$ cat src/design/cache_msg_pkg.sv
/*
 * Message field widths and type codes for the processor
 * and memory ports
 */
`default_nettype none

package cache_msg_pkg;

  //--------------------------------------------------
  // Field widths
  //--------------------------------------------------

  localparam int type_nbits   = 3;
  localparam int opaque_nbits = 8;

  //--------------------------------------------------
  // Type codes
  //--------------------------------------------------

  // Same codes on the processor and memory sides
  localparam logic [type_nbits-1:0] msg_read  = 3'd0;
  localparam logic [type_nbits-1:0] msg_write = 3'd1;

endpackage

`default_nettype wire

$ cat src/design/cache_geom_pkg.sv
/*
 * Cache geometry constants and the request address union
 */
`default_nettype none

package cache_geom_pkg;

  localparam int addr_nbits     = 32;
  localparam int data_nbits     = 32;
  localparam int line_nbits     = 128;
  localparam int nlines         = 16;
  localparam int idx_nbits      = 4;
  localparam int tag_nbits      = 24;
  localparam int wben_nbits     = 16;

  // Offset fields inside a byte address
  localparam int word_off_nbits = 2;
  localparam int byte_off_nbits = 2;
  localparam int line_off_nbits = word_off_nbits + byte_off_nbits;

  // Lookup view and line-aligned view of the same address word
  typedef union packed {
    struct packed {
      logic [tag_nbits-1:0]      tag;
      logic [idx_nbits-1:0]      idx;
      logic [word_off_nbits-1:0] word_off;
      logic [byte_off_nbits-1:0] byte_off;
    } fields;
    struct packed {
      logic [addr_nbits-line_off_nbits-1:0] line_num;
      logic [line_off_nbits-1:0]            line_off;
    } line;
  } cache_addr_t;

endpackage

`default_nettype wire
$ cat src/design/blocking_cache.sv
/*
 * Blocking cache top: controller, datapath, tag and data arrays
 */
`timescale 1ns/100ps
`default_nettype none

module blocking_cache
  import cache_geom_pkg::*, cache_msg_pkg::*;
(
  input  logic                    clk,
  input  logic                    rst_n,

  // Processor side
  input  logic                    cachereq_val,
  input  logic [type_nbits-1:0]   cachereq_type,
  input  logic [opaque_nbits-1:0] cachereq_opaque,
  input  logic [addr_nbits-1:0]   cachereq_addr,
  input  logic [data_nbits-1:0]   cachereq_data,
  output logic                    busy,
  output logic                    cacheresp_val,
  output logic [type_nbits-1:0]   cacheresp_type,
  output logic [opaque_nbits-1:0] cacheresp_opaque,
  output logic [data_nbits-1:0]   cacheresp_data,

  // Memory side
  output logic                    memreq_val,
  output logic [type_nbits-1:0]   memreq_type,
  output logic [addr_nbits-1:0]   memreq_addr,
  output logic [line_nbits-1:0]   memreq_data,
  input  logic                    memresp_val,
  input  logic [line_nbits-1:0]   memresp_data
);

  logic                      cachereq_en;
  logic                      memresp_en;
  logic                      tag_array_ren;
  logic                      tag_array_wen;
  logic                      data_array_ren;
  logic                      data_array_wen;
  logic [wben_nbits-1:0]     data_array_wben;
  logic                      write_data_mux_sel;
  logic                      evict_addr_reg_en;
  logic                      memreq_addr_mux_sel;
  logic                      read_data_reg_en;
  logic                      read_word_sel;
  logic                      tag_match;
  logic [type_nbits-1:0]     cachereq_type_q;
  logic [idx_nbits-1:0]      req_idx;
  logic [word_off_nbits-1:0] req_word_off;
  logic [tag_nbits-1:0]      tag_read_data;
  logic [tag_nbits-1:0]      tag_write_data;
  logic [line_nbits-1:0]     data_read_data;
  logic [line_nbits-1:0]     data_write_data;

  cache_ctrl i_cache_ctrl (
    .clk                 (clk),
    .rst_n               (rst_n),
    .cachereq_val        (cachereq_val),
    .memresp_val         (memresp_val),
    .tag_match           (tag_match),
    .cachereq_type_q     (cachereq_type_q),
    .req_idx             (req_idx),
    .req_word_off        (req_word_off),
    .busy                (busy),
    .cacheresp_val       (cacheresp_val),
    .cacheresp_type      (cacheresp_type),
    .memreq_val          (memreq_val),
    .memreq_type         (memreq_type),
    .cachereq_en         (cachereq_en),
    .memresp_en          (memresp_en),
    .tag_array_ren       (tag_array_ren),
    .tag_array_wen       (tag_array_wen),
    .data_array_ren      (data_array_ren),
    .data_array_wen      (data_array_wen),
    .data_array_wben     (data_array_wben),
    .write_data_mux_sel  (write_data_mux_sel),
    .evict_addr_reg_en   (evict_addr_reg_en),
    .memreq_addr_mux_sel (memreq_addr_mux_sel),
    .read_data_reg_en    (read_data_reg_en),
    .read_word_sel       (read_word_sel)
  );

  cache_dpath i_cache_dpath (
    .clk                 (clk),
    .rst_n               (rst_n),
    .cachereq_type       (cachereq_type),
    .cachereq_opaque     (cachereq_opaque),
    .cachereq_addr       (cachereq_addr),
    .cachereq_data       (cachereq_data),
    .memresp_data        (memresp_data),
    .cachereq_en         (cachereq_en),
    .memresp_en          (memresp_en),
    .write_data_mux_sel  (write_data_mux_sel),
    .evict_addr_reg_en   (evict_addr_reg_en),
    .memreq_addr_mux_sel (memreq_addr_mux_sel),
    .read_data_reg_en    (read_data_reg_en),
    .read_word_sel       (read_word_sel),
    .tag_read_data       (tag_read_data),
    .data_read_data      (data_read_data),
    .tag_match           (tag_match),
    .cachereq_type_q     (cachereq_type_q),
    .req_idx             (req_idx),
    .req_word_off        (req_word_off),
    .tag_write_data      (tag_write_data),
    .data_write_data     (data_write_data),
    .cacheresp_opaque    (cacheresp_opaque),
    .cacheresp_data      (cacheresp_data),
    .memreq_addr         (memreq_addr),
    .memreq_data         (memreq_data)
  );

  // Tags are always written whole
  cache_sram #(.width(tag_nbits), .depth(nlines)) tag_array (
    .clk           (clk),
    .rst_n         (rst_n),
    .read_en       (tag_array_ren),
    .read_addr     (req_idx),
    .read_data     (tag_read_data),
    .write_en      (tag_array_wen),
    .write_byte_en ({(tag_nbits/8){1'b1}}),
    .write_addr    (req_idx),
    .write_data    (tag_write_data)
  );

  cache_sram #(.width(line_nbits), .depth(nlines)) data_array (
    .clk           (clk),
    .rst_n         (rst_n),
    .read_en       (data_array_ren),
    .read_addr     (req_idx),
    .read_data     (data_read_data),
    .write_en      (data_array_wen),
    .write_byte_en (data_array_wben),
    .write_addr    (req_idx),
    .write_data    (data_write_data)
  );

endmodule

`default_nettype wire

$ cat src/design/cache_ctrl.sv
/*
 * Blocking cache controller: miss FSM, valid and dirty bits,
 * datapath and array strobes
 */
`timescale 1ns/100ps
`default_nettype none

module cache_ctrl
  import cache_geom_pkg::*, cache_msg_pkg::*;
(
  input  logic                      clk,
  input  logic                      rst_n,

  input  logic                      cachereq_val,
  input  logic                      memresp_val,

  // Status from the datapath
  input  logic                      tag_match,
  input  logic [type_nbits-1:0]     cachereq_type_q,
  input  logic [idx_nbits-1:0]      req_idx,
  input  logic [word_off_nbits-1:0] req_word_off,

  // Port handshakes
  output logic                      busy,
  output logic                      cacheresp_val,
  output logic [type_nbits-1:0]     cacheresp_type,
  output logic                      memreq_val,
  output logic [type_nbits-1:0]     memreq_type,

  // Datapath and array strobes
  output logic                      cachereq_en,
  output logic                      memresp_en,
  output logic                      tag_array_ren,
  output logic                      tag_array_wen,
  output logic                      data_array_ren,
  output logic                      data_array_wen,
  output logic [wben_nbits-1:0]     data_array_wben,
  output logic                      write_data_mux_sel,
  output logic                      evict_addr_reg_en,
  output logic                      memreq_addr_mux_sel,
  output logic                      read_data_reg_en,
  output logic                      read_word_sel
);

  enum logic [3:0] {
    idle, tag_check, evict_req, evict_wait, refill_req,
    refill_wait, refill_update, access, resp
  } state, state_next;

  logic [nlines-1:0] valid_bits;
  logic [nlines-1:0] dirty_bits;
  logic              is_write;
  logic              hit;
  logic              line_dirty;

  assign is_write   = (cachereq_type_q == msg_write);
  assign hit        = tag_match && valid_bits[req_idx];
  assign line_dirty = valid_bits[req_idx] && dirty_bits[req_idx];

  //--------------------------------------------------
  // Miss FSM
  //--------------------------------------------------

  always_ff @(posedge clk or negedge rst_n) begin
    if (!rst_n) begin
      state <= idle;
    end else begin
      state <= state_next;
    end
  end

  always_comb begin
    state_next = state;
    case (state)
      idle:          if (cachereq_val) state_next = tag_check;
      tag_check: begin
        if (hit)             state_next = access;
        else if (line_dirty) state_next = evict_req;
        else                 state_next = refill_req;
      end
      evict_req:     state_next = evict_wait;
      evict_wait:    if (memresp_val) state_next = refill_req;
      refill_req:    state_next = refill_wait;
      refill_wait:   if (memresp_val) state_next = refill_update;
      refill_update: state_next = access;
      access:        state_next = resp;
      resp:          state_next = idle;
      default:       state_next = idle;
    endcase
  end

  //--------------------------------------------------
  // Valid and dirty bits
  //--------------------------------------------------

  always_ff @(posedge clk or negedge rst_n) begin
    if (!rst_n) begin
      valid_bits <= '0;
      dirty_bits <= '0;
    end else begin
      if (state == refill_update) begin
        valid_bits[req_idx] <= 1'b1;
        dirty_bits[req_idx] <= 1'b0;
      end
      if (state == access && is_write) begin
        dirty_bits[req_idx] <= 1'b1;
      end
    end
  end

  //--------------------------------------------------
  // Strobes
  //--------------------------------------------------

  assign busy        = (state != idle);
  assign cachereq_en = (state == idle) && cachereq_val;

  // Tag check also captures the line and victim address in case of eviction
  assign tag_array_ren     = (state == tag_check);
  assign evict_addr_reg_en = (state == tag_check);
  assign data_array_ren    = (state == tag_check) || (state == access);
  assign read_data_reg_en  = (state == tag_check) || (state == access);

  assign memreq_val          = (state == evict_req) || (state == refill_req);
  assign memreq_type         = (state == evict_req) ? msg_write : msg_read;
  assign memreq_addr_mux_sel = (state == refill_req);
  assign memresp_en          = (state == refill_wait) && memresp_val;

  assign tag_array_wen      = (state == refill_update);
  assign write_data_mux_sel = (state == refill_update);
  assign data_array_wen     = (state == refill_update) || (state == access && is_write);

  // Whole line on refill, the addressed word's bytes on a write
  assign data_array_wben = (state == refill_update) ? {wben_nbits{1'b1}}
      : {{(wben_nbits - data_nbits/8){1'b0}}, {(data_nbits/8){1'b1}}}
        << (req_word_off * (data_nbits/8));

  assign cacheresp_val  = (state == resp);
  assign cacheresp_type = is_write ? msg_write : msg_read;
  assign read_word_sel  = (state == resp) && !is_write;

endmodule

`default_nettype wire

$ cat src/design/cache_dpath.sv
/*
 * Cache datapath: request and refill registers, tag compare,
 * array write data, evict and refill addresses, word select
 */
`timescale 1ns/100ps
`default_nettype none

module cache_dpath
  import cache_geom_pkg::*, cache_msg_pkg::*;
(
  input  logic                      clk,
  input  logic                      rst_n,

  // Processor request and memory response payloads
  input  logic [type_nbits-1:0]     cachereq_type,
  input  logic [opaque_nbits-1:0]   cachereq_opaque,
  input  logic [addr_nbits-1:0]     cachereq_addr,
  input  logic [data_nbits-1:0]     cachereq_data,
  input  logic [line_nbits-1:0]     memresp_data,

  // Controller strobes
  input  logic                      cachereq_en,
  input  logic                      memresp_en,
  input  logic                      write_data_mux_sel,
  input  logic                      evict_addr_reg_en,
  input  logic                      memreq_addr_mux_sel,
  input  logic                      read_data_reg_en,
  input  logic                      read_word_sel,

  // Array read data
  input  logic [tag_nbits-1:0]      tag_read_data,
  input  logic [line_nbits-1:0]     data_read_data,

  // Status to the controller
  output logic                      tag_match,
  output logic [type_nbits-1:0]     cachereq_type_q,
  output logic [idx_nbits-1:0]      req_idx,
  output logic [word_off_nbits-1:0] req_word_off,

  // Array write data
  output logic [tag_nbits-1:0]      tag_write_data,
  output logic [line_nbits-1:0]     data_write_data,

  // Response and memory request payloads
  output logic [opaque_nbits-1:0]   cacheresp_opaque,
  output logic [data_nbits-1:0]     cacheresp_data,
  output logic [addr_nbits-1:0]     memreq_addr,
  output logic [line_nbits-1:0]     memreq_data
);

  cache_addr_t               req_addr;
  cache_addr_t               refill_addr;
  cache_addr_t               evict_addr_next;
  logic [addr_nbits-1:0]     evict_addr;
  logic [data_nbits-1:0]     req_data;
  logic [opaque_nbits-1:0]   req_opaque;
  logic [line_nbits-1:0]     refill_line;
  logic [line_nbits-1:0]     read_line;

  //--------------------------------------------------
  // Request and refill registers
  //--------------------------------------------------

  always_ff @(posedge clk) begin
    if (cachereq_en) begin
      cachereq_type_q <= cachereq_type;
      req_opaque      <= cachereq_opaque;
      req_addr        <= cachereq_addr;
      req_data        <= cachereq_data;
    end
  end

  always_ff @(posedge clk) begin
    if (memresp_en) begin
      refill_line <= memresp_data;
    end
  end

  //--------------------------------------------------
  // Lookup
  //--------------------------------------------------

  assign req_idx        = req_addr.fields.idx;
  assign req_word_off   = req_addr.fields.word_off;
  assign tag_match      = (req_addr.fields.tag == tag_read_data);
  assign tag_write_data = req_addr.fields.tag;

  // Processor word lands in every slot, byte enables pick the one written
  assign data_write_data = write_data_mux_sel ? refill_line
                                              : {(line_nbits/data_nbits){req_data}};

  //--------------------------------------------------
  // Memory addresses
  //--------------------------------------------------

  // Victim line address from the stored tag
  always_comb begin
    evict_addr_next            = '0;
    evict_addr_next.fields.tag = tag_read_data;
    evict_addr_next.fields.idx = req_addr.fields.idx;
  end

  always_ff @(posedge clk or negedge rst_n) begin
    if (!rst_n) begin
      evict_addr <= '0;
    end else if (evict_addr_reg_en) begin
      evict_addr <= evict_addr_next;
    end
  end

  // Refill is line aligned
  always_comb begin
    refill_addr               = req_addr;
    refill_addr.line.line_off = '0;
  end

  assign memreq_addr = memreq_addr_mux_sel ? refill_addr : evict_addr;

  //--------------------------------------------------
  // Read data and word select
  //--------------------------------------------------

  always_ff @(posedge clk) begin
    if (read_data_reg_en) begin
      read_line <= data_read_data;
    end
  end

  // Evicted line goes out of the same register
  assign memreq_data = read_line;

  assign cacheresp_opaque = req_opaque;
  assign cacheresp_data   = read_word_sel ? read_line[req_word_off*data_nbits +: data_nbits]
                                          : '0;

endmodule

`default_nettype wire

$ cat src/design/cache_sram.sv
/*
 * Single-port array with combinational read and byte-enabled
 * registered write
 */
`timescale 1ns/100ps
`default_nettype none

module cache_sram #(
  parameter int width = 128,
  parameter int depth = 16
) (
  input  logic                     clk,
  input  logic                     rst_n,
  input  logic                     read_en,
  input  logic [$clog2(depth)-1:0] read_addr,
  output logic [width-1:0]         read_data,
  input  logic                     write_en,
  input  logic [width/8-1:0]       write_byte_en,
  input  logic [$clog2(depth)-1:0] write_addr,
  input  logic [width-1:0]         write_data
);

  logic [width-1:0] mem [depth];

  // Reads return zero when not enabled
  assign read_data = read_en ? mem[read_addr] : '0;

  // No writes land while reset is held
  always_ff @(posedge clk) begin
    if (rst_n && write_en) begin
      for (int i = 0; i < width / 8; i++) begin
        if (write_byte_en[i]) begin
          mem[write_addr][i*8 +: 8] <= write_data[i*8 +: 8];
        end
      end
    end
  end

endmodule

`default_nettype wire

$ cat config.mk
export PLATFORM = sky130hd
export DESIGN_NAME = blocking_cache
export DESIGN_NICKNAME = d
export VERILOG_FILES = /design/src/design/cache_msg_pkg.sv /design/src/design/cache_geom_pkg.sv /design/src/design/blocking_cache.sv /design/src/design/cache_ctrl.sv /design/src/design/cache_dpath.sv /design/src/design/cache_sram.sv
export SDC_FILE = /design/constraint.sdc
export NUM_CORES = 2
export LEC_CHECK = 0
export BUFFER_PORTS_ARGS = -buffer_cell sky130_fd_sc_hd__buf_2
export CORE_AREA = 2 2 642 485
export CTS_CLUSTER_DIAMETER = 150
export DETAILED_ROUTE_END_ITERATION = 8
export DIE_AREA = 0 0 644 487
export PLACE_DENSITY = 0.49
export SLEW_MARGIN = 25
export SYNTH_ARGS = -nofsm -noshare
export SYNTH_HDL_FRONTEND = slang
export SYNTH_SLANG_ARGS = --single-unit
$ cat constraint.sdc
create_clock -name clk -period 9.7 [get_ports clk]
set_clock_uncertainty 0.05 [all_clocks]
set_input_delay 1.94 -clock clk [delete_from_list [all_inputs] [get_ports clk]]
set_output_delay 1.94 -clock clk [all_outputs]
set_load 0.02 [all_outputs]
==> reports/results.ini <==
[die]
core_area_um2 = 308000
initial_utilization_pct = 34.8
io-pin-count = 416
die_h_um = 487
die_area_um2 = 314000
fp-row-count = 177
fp.dieW_um = 644

[run]
drv_cap = 0

[setup_path]
cp-start-kind = flop
cp-end-kind = output port
worstPathMaxFanout = 29
worstRegToRegCells = 10
worstPathArrival_ps = 3140
worst_ep_required_time_ps = 7710
critPathKind = flop to output port

[timing]
final_max_slew_viol_count = 0
final.setup.tns_ps = 0
rsz0062_at_grt = false
setup_viol = 0
timing.max_slew.rel_slack_pct = 25.7
finalCriticalPeriod_ps = 5130
hold_viol_final = 0
fmax_mhz = 195
worst_pin_slew_ps = 1110
fin_crit_sh_pct = 52.9
whs_ps = 423

[final_layout]
multi_input_area_um2 = 22200
layout-drive-gt1-share_pct = 33.4
final_nets = 5509
post-route-util_pct = 40.6
fillCellCount = 27200
regArea_um2 = 84600
syn_to_final_growth_pct = 16.6

[clock_network]
worstSkewPairLatency_ps = 860
cts_buffers = 301
htreeDepth = 5
clk_pin_slew_ps = 60
cts-root-buf = clkbuf_16
post_cts_buffers = 0
cts_resized = 0
numClockSinks = 2829
cts_buffer_depth = 4
tritoncts = built
cts_hold_buf = 0

[yosys]
syn_inst = 4671
synth_cell_types = 51
ys_seq_area_share_pct = 79.0
synth_seq_cells = 2829
async_reset_ff_share_pct = 2.26
netlist_area_um2 = 107000
yosys_warnings = 0
syn_area_per_cell_um2 = 22.9
synth_edf_count = 2761
synthFlopType = edfxtp_1

[global_routing]
grtUsageMet3_pct = 3.16
grt_max_degree = 127
grt_use_met1_pct = 28.2
antenna_found_initial = 52
grt_pass1_vias = 52100
track_usage_pct = 20.8
grt_pass1_wl_um = 447000
grt.overflow.total = 0
busiest_layer = met2
grt_use_met2_pct = 34.1

[hold_path]
min_path_type = flop to flop
hold_depth = 1

[place]
port_buffers = 405
hpwl_um = 192000
place.gp.congestion = 0.790

[drt]
drt_iter0_markers = 5900
first_pass_iters = 5
wl_per_cell_um = 34.2
route.detailed.drc = 0
viasPerCell = 5.41
antenna_left = 0
drt_wl_total_um = 331000
vias = 52400

[power_and_ir_drop]
powerDensity_nw_per_um2 = 248
vdd_drop_max_v = 0.000137
leakage_uw = 0.0401
p_total_uw = 31000

[run_status]
outcome = finished clean

## layer usage
metal  routed length [µm]  share of wire [%]
met5                   77              0.023
met4                12500                3.8
met3                20200                6.1
met2               162000                 49
met1               136000                 41
## cells by family (layout without fill, tap and decap cells)
group,Yosys count,count (layout),synth area share [%]
and+or+nand+nor,558,558,2.19
xor gates and xnor gates,18,18,0.147
other,1,41,0.00350
DFF,2829,2829,79.0
muxes,872,872,16.8
AOI/OAI and AO/OA,140,140,0.864
buffers and inverters,253,1101,0.999
## state kept, by name, indices dropped and copies added, names as in the netlist, named ones only
name / cells
i_cache_dpath.evict_addr: 28
i_cache_ctrl.dirty_bits: 16
i_cache_dpath.cacheresp_opaque: 8
i_cache_dpath.refill_line: 128
i_cache_dpath.req_data: 32
i_cache_dpath.cachereq_type_q: 3
i_cache_ctrl.valid_bits: 16
i_cache_ctrl.state: 4
tag_array.mem: 384
i_cache_dpath.req_addr: 30
data_array.mem: 2048
i_cache_dpath.memreq_data: 128
## critical path, cell delays in order, from the launching register on
cell and delay [ps]:
dfrtp_1 610, nand2b_1 350, nor3_2 180, buf_4 440, mux2_2 440, buf_2 170
## cells in the final DEF, fill, tap and decap left out, types with 35 or more instances in the layout
cell	count
nand2_1	347
clkinv_2	41
mux4_2	741
buf_2	404
a22oi_1	36
edfxtp_1	2761
mux2i_1	98
dfrtp_1	64
buf_4	155
clkbuf_16	312
clkinv_1	68
clkbuf_1	65
and3_1	35
nor2_4	82
## Yosys cell counts (all sizes together) (6+ instances only)
cell / n / share of area, %
a21o: 14 / 0.098
o21ai: 49 / 0.23
edfxtp: 2761 / 77
o22ai: 8 / 0.047
nor2: 95 / 0.33
a22oi: 36 / 0.25
nor3: 8 / 0.037
xor2: 12 / 0.098
dfrtp: 64 / 1.5
nor2b: 8 / 0.047
mux4: 741 / 16
o21bai: 17 / 0.12
and3: 35 / 0.20
mux2i: 98 / 0.92
mux2: 33 / 0.35
clkbuf: 148 / 0.52
buf: 102 / 0.47
xnor2: 6 / 0.049
nand3: 29 / 0.14
nand2: 356 / 1.2
## layout make-up
type / instances / share of cell area, %
Sequential cell: 2829 / 67.7
Tap cell: 4117 / 4.12
Multi-Input combinational cell: 1596 / 17.8
Antenna cell: 33 / 0.0661
Clock buffer: 378 / 6.46
Inverter: 3 / 0.0110
Timing Repair Buffer: 571 / 2.77
Clock inverter: 149 / 1.07
## worst paths after layout
| kind | from | to | slack, ps |
|---|---|---|---|
| setup / recovery | i_cache_ctrl.state[2] | memreq_addr[19] | 4570 |
| hold / removal | i_cache_dpath.evict_addr[22] | i_cache_dpath.evict_addr[22] | 420 |
| min in group asynchronous | rst_n | i_cache_ctrl.state[1] | 1400 |
| hold reg to reg | i_cache_dpath.evict_addr[22] | i_cache_dpath.evict_addr[22] | 420 |
| setup reg to reg | i_cache_dpath.req_addr[7] | i_cache_ctrl.state[1] | 4980 |
| max in group asynchronous | rst_n | i_cache_dpath.evict_addr[9] | 7170 |
## through the flow
stage / setup slack [ps] / instance area (µm²) / instances
after global placement: 4970 / 115000 / 9111
after detailed placement: 4930 / 115000 / 9112
final: 4570 / 125000 / 9676
after global routing: 4410 / 125000 / 9647
after CTS: 4530 / 125000 / 9639
after floorplan: 1690 / 107000 / 4678
## power by group
group | total (µW) | internal (µW) | switching (µW) | leakage, µW
logic | 4190 | 1270 | 2910 | 0.00971
clock network | 11200 | 6520 | 4700 | 0.00460
registers | 15600 | 14800 | 860 | 0.0258
total | 31000 | 22600 | 8470 | 0.0401
No activity file was read; power rests on OpenSTA's default activity.
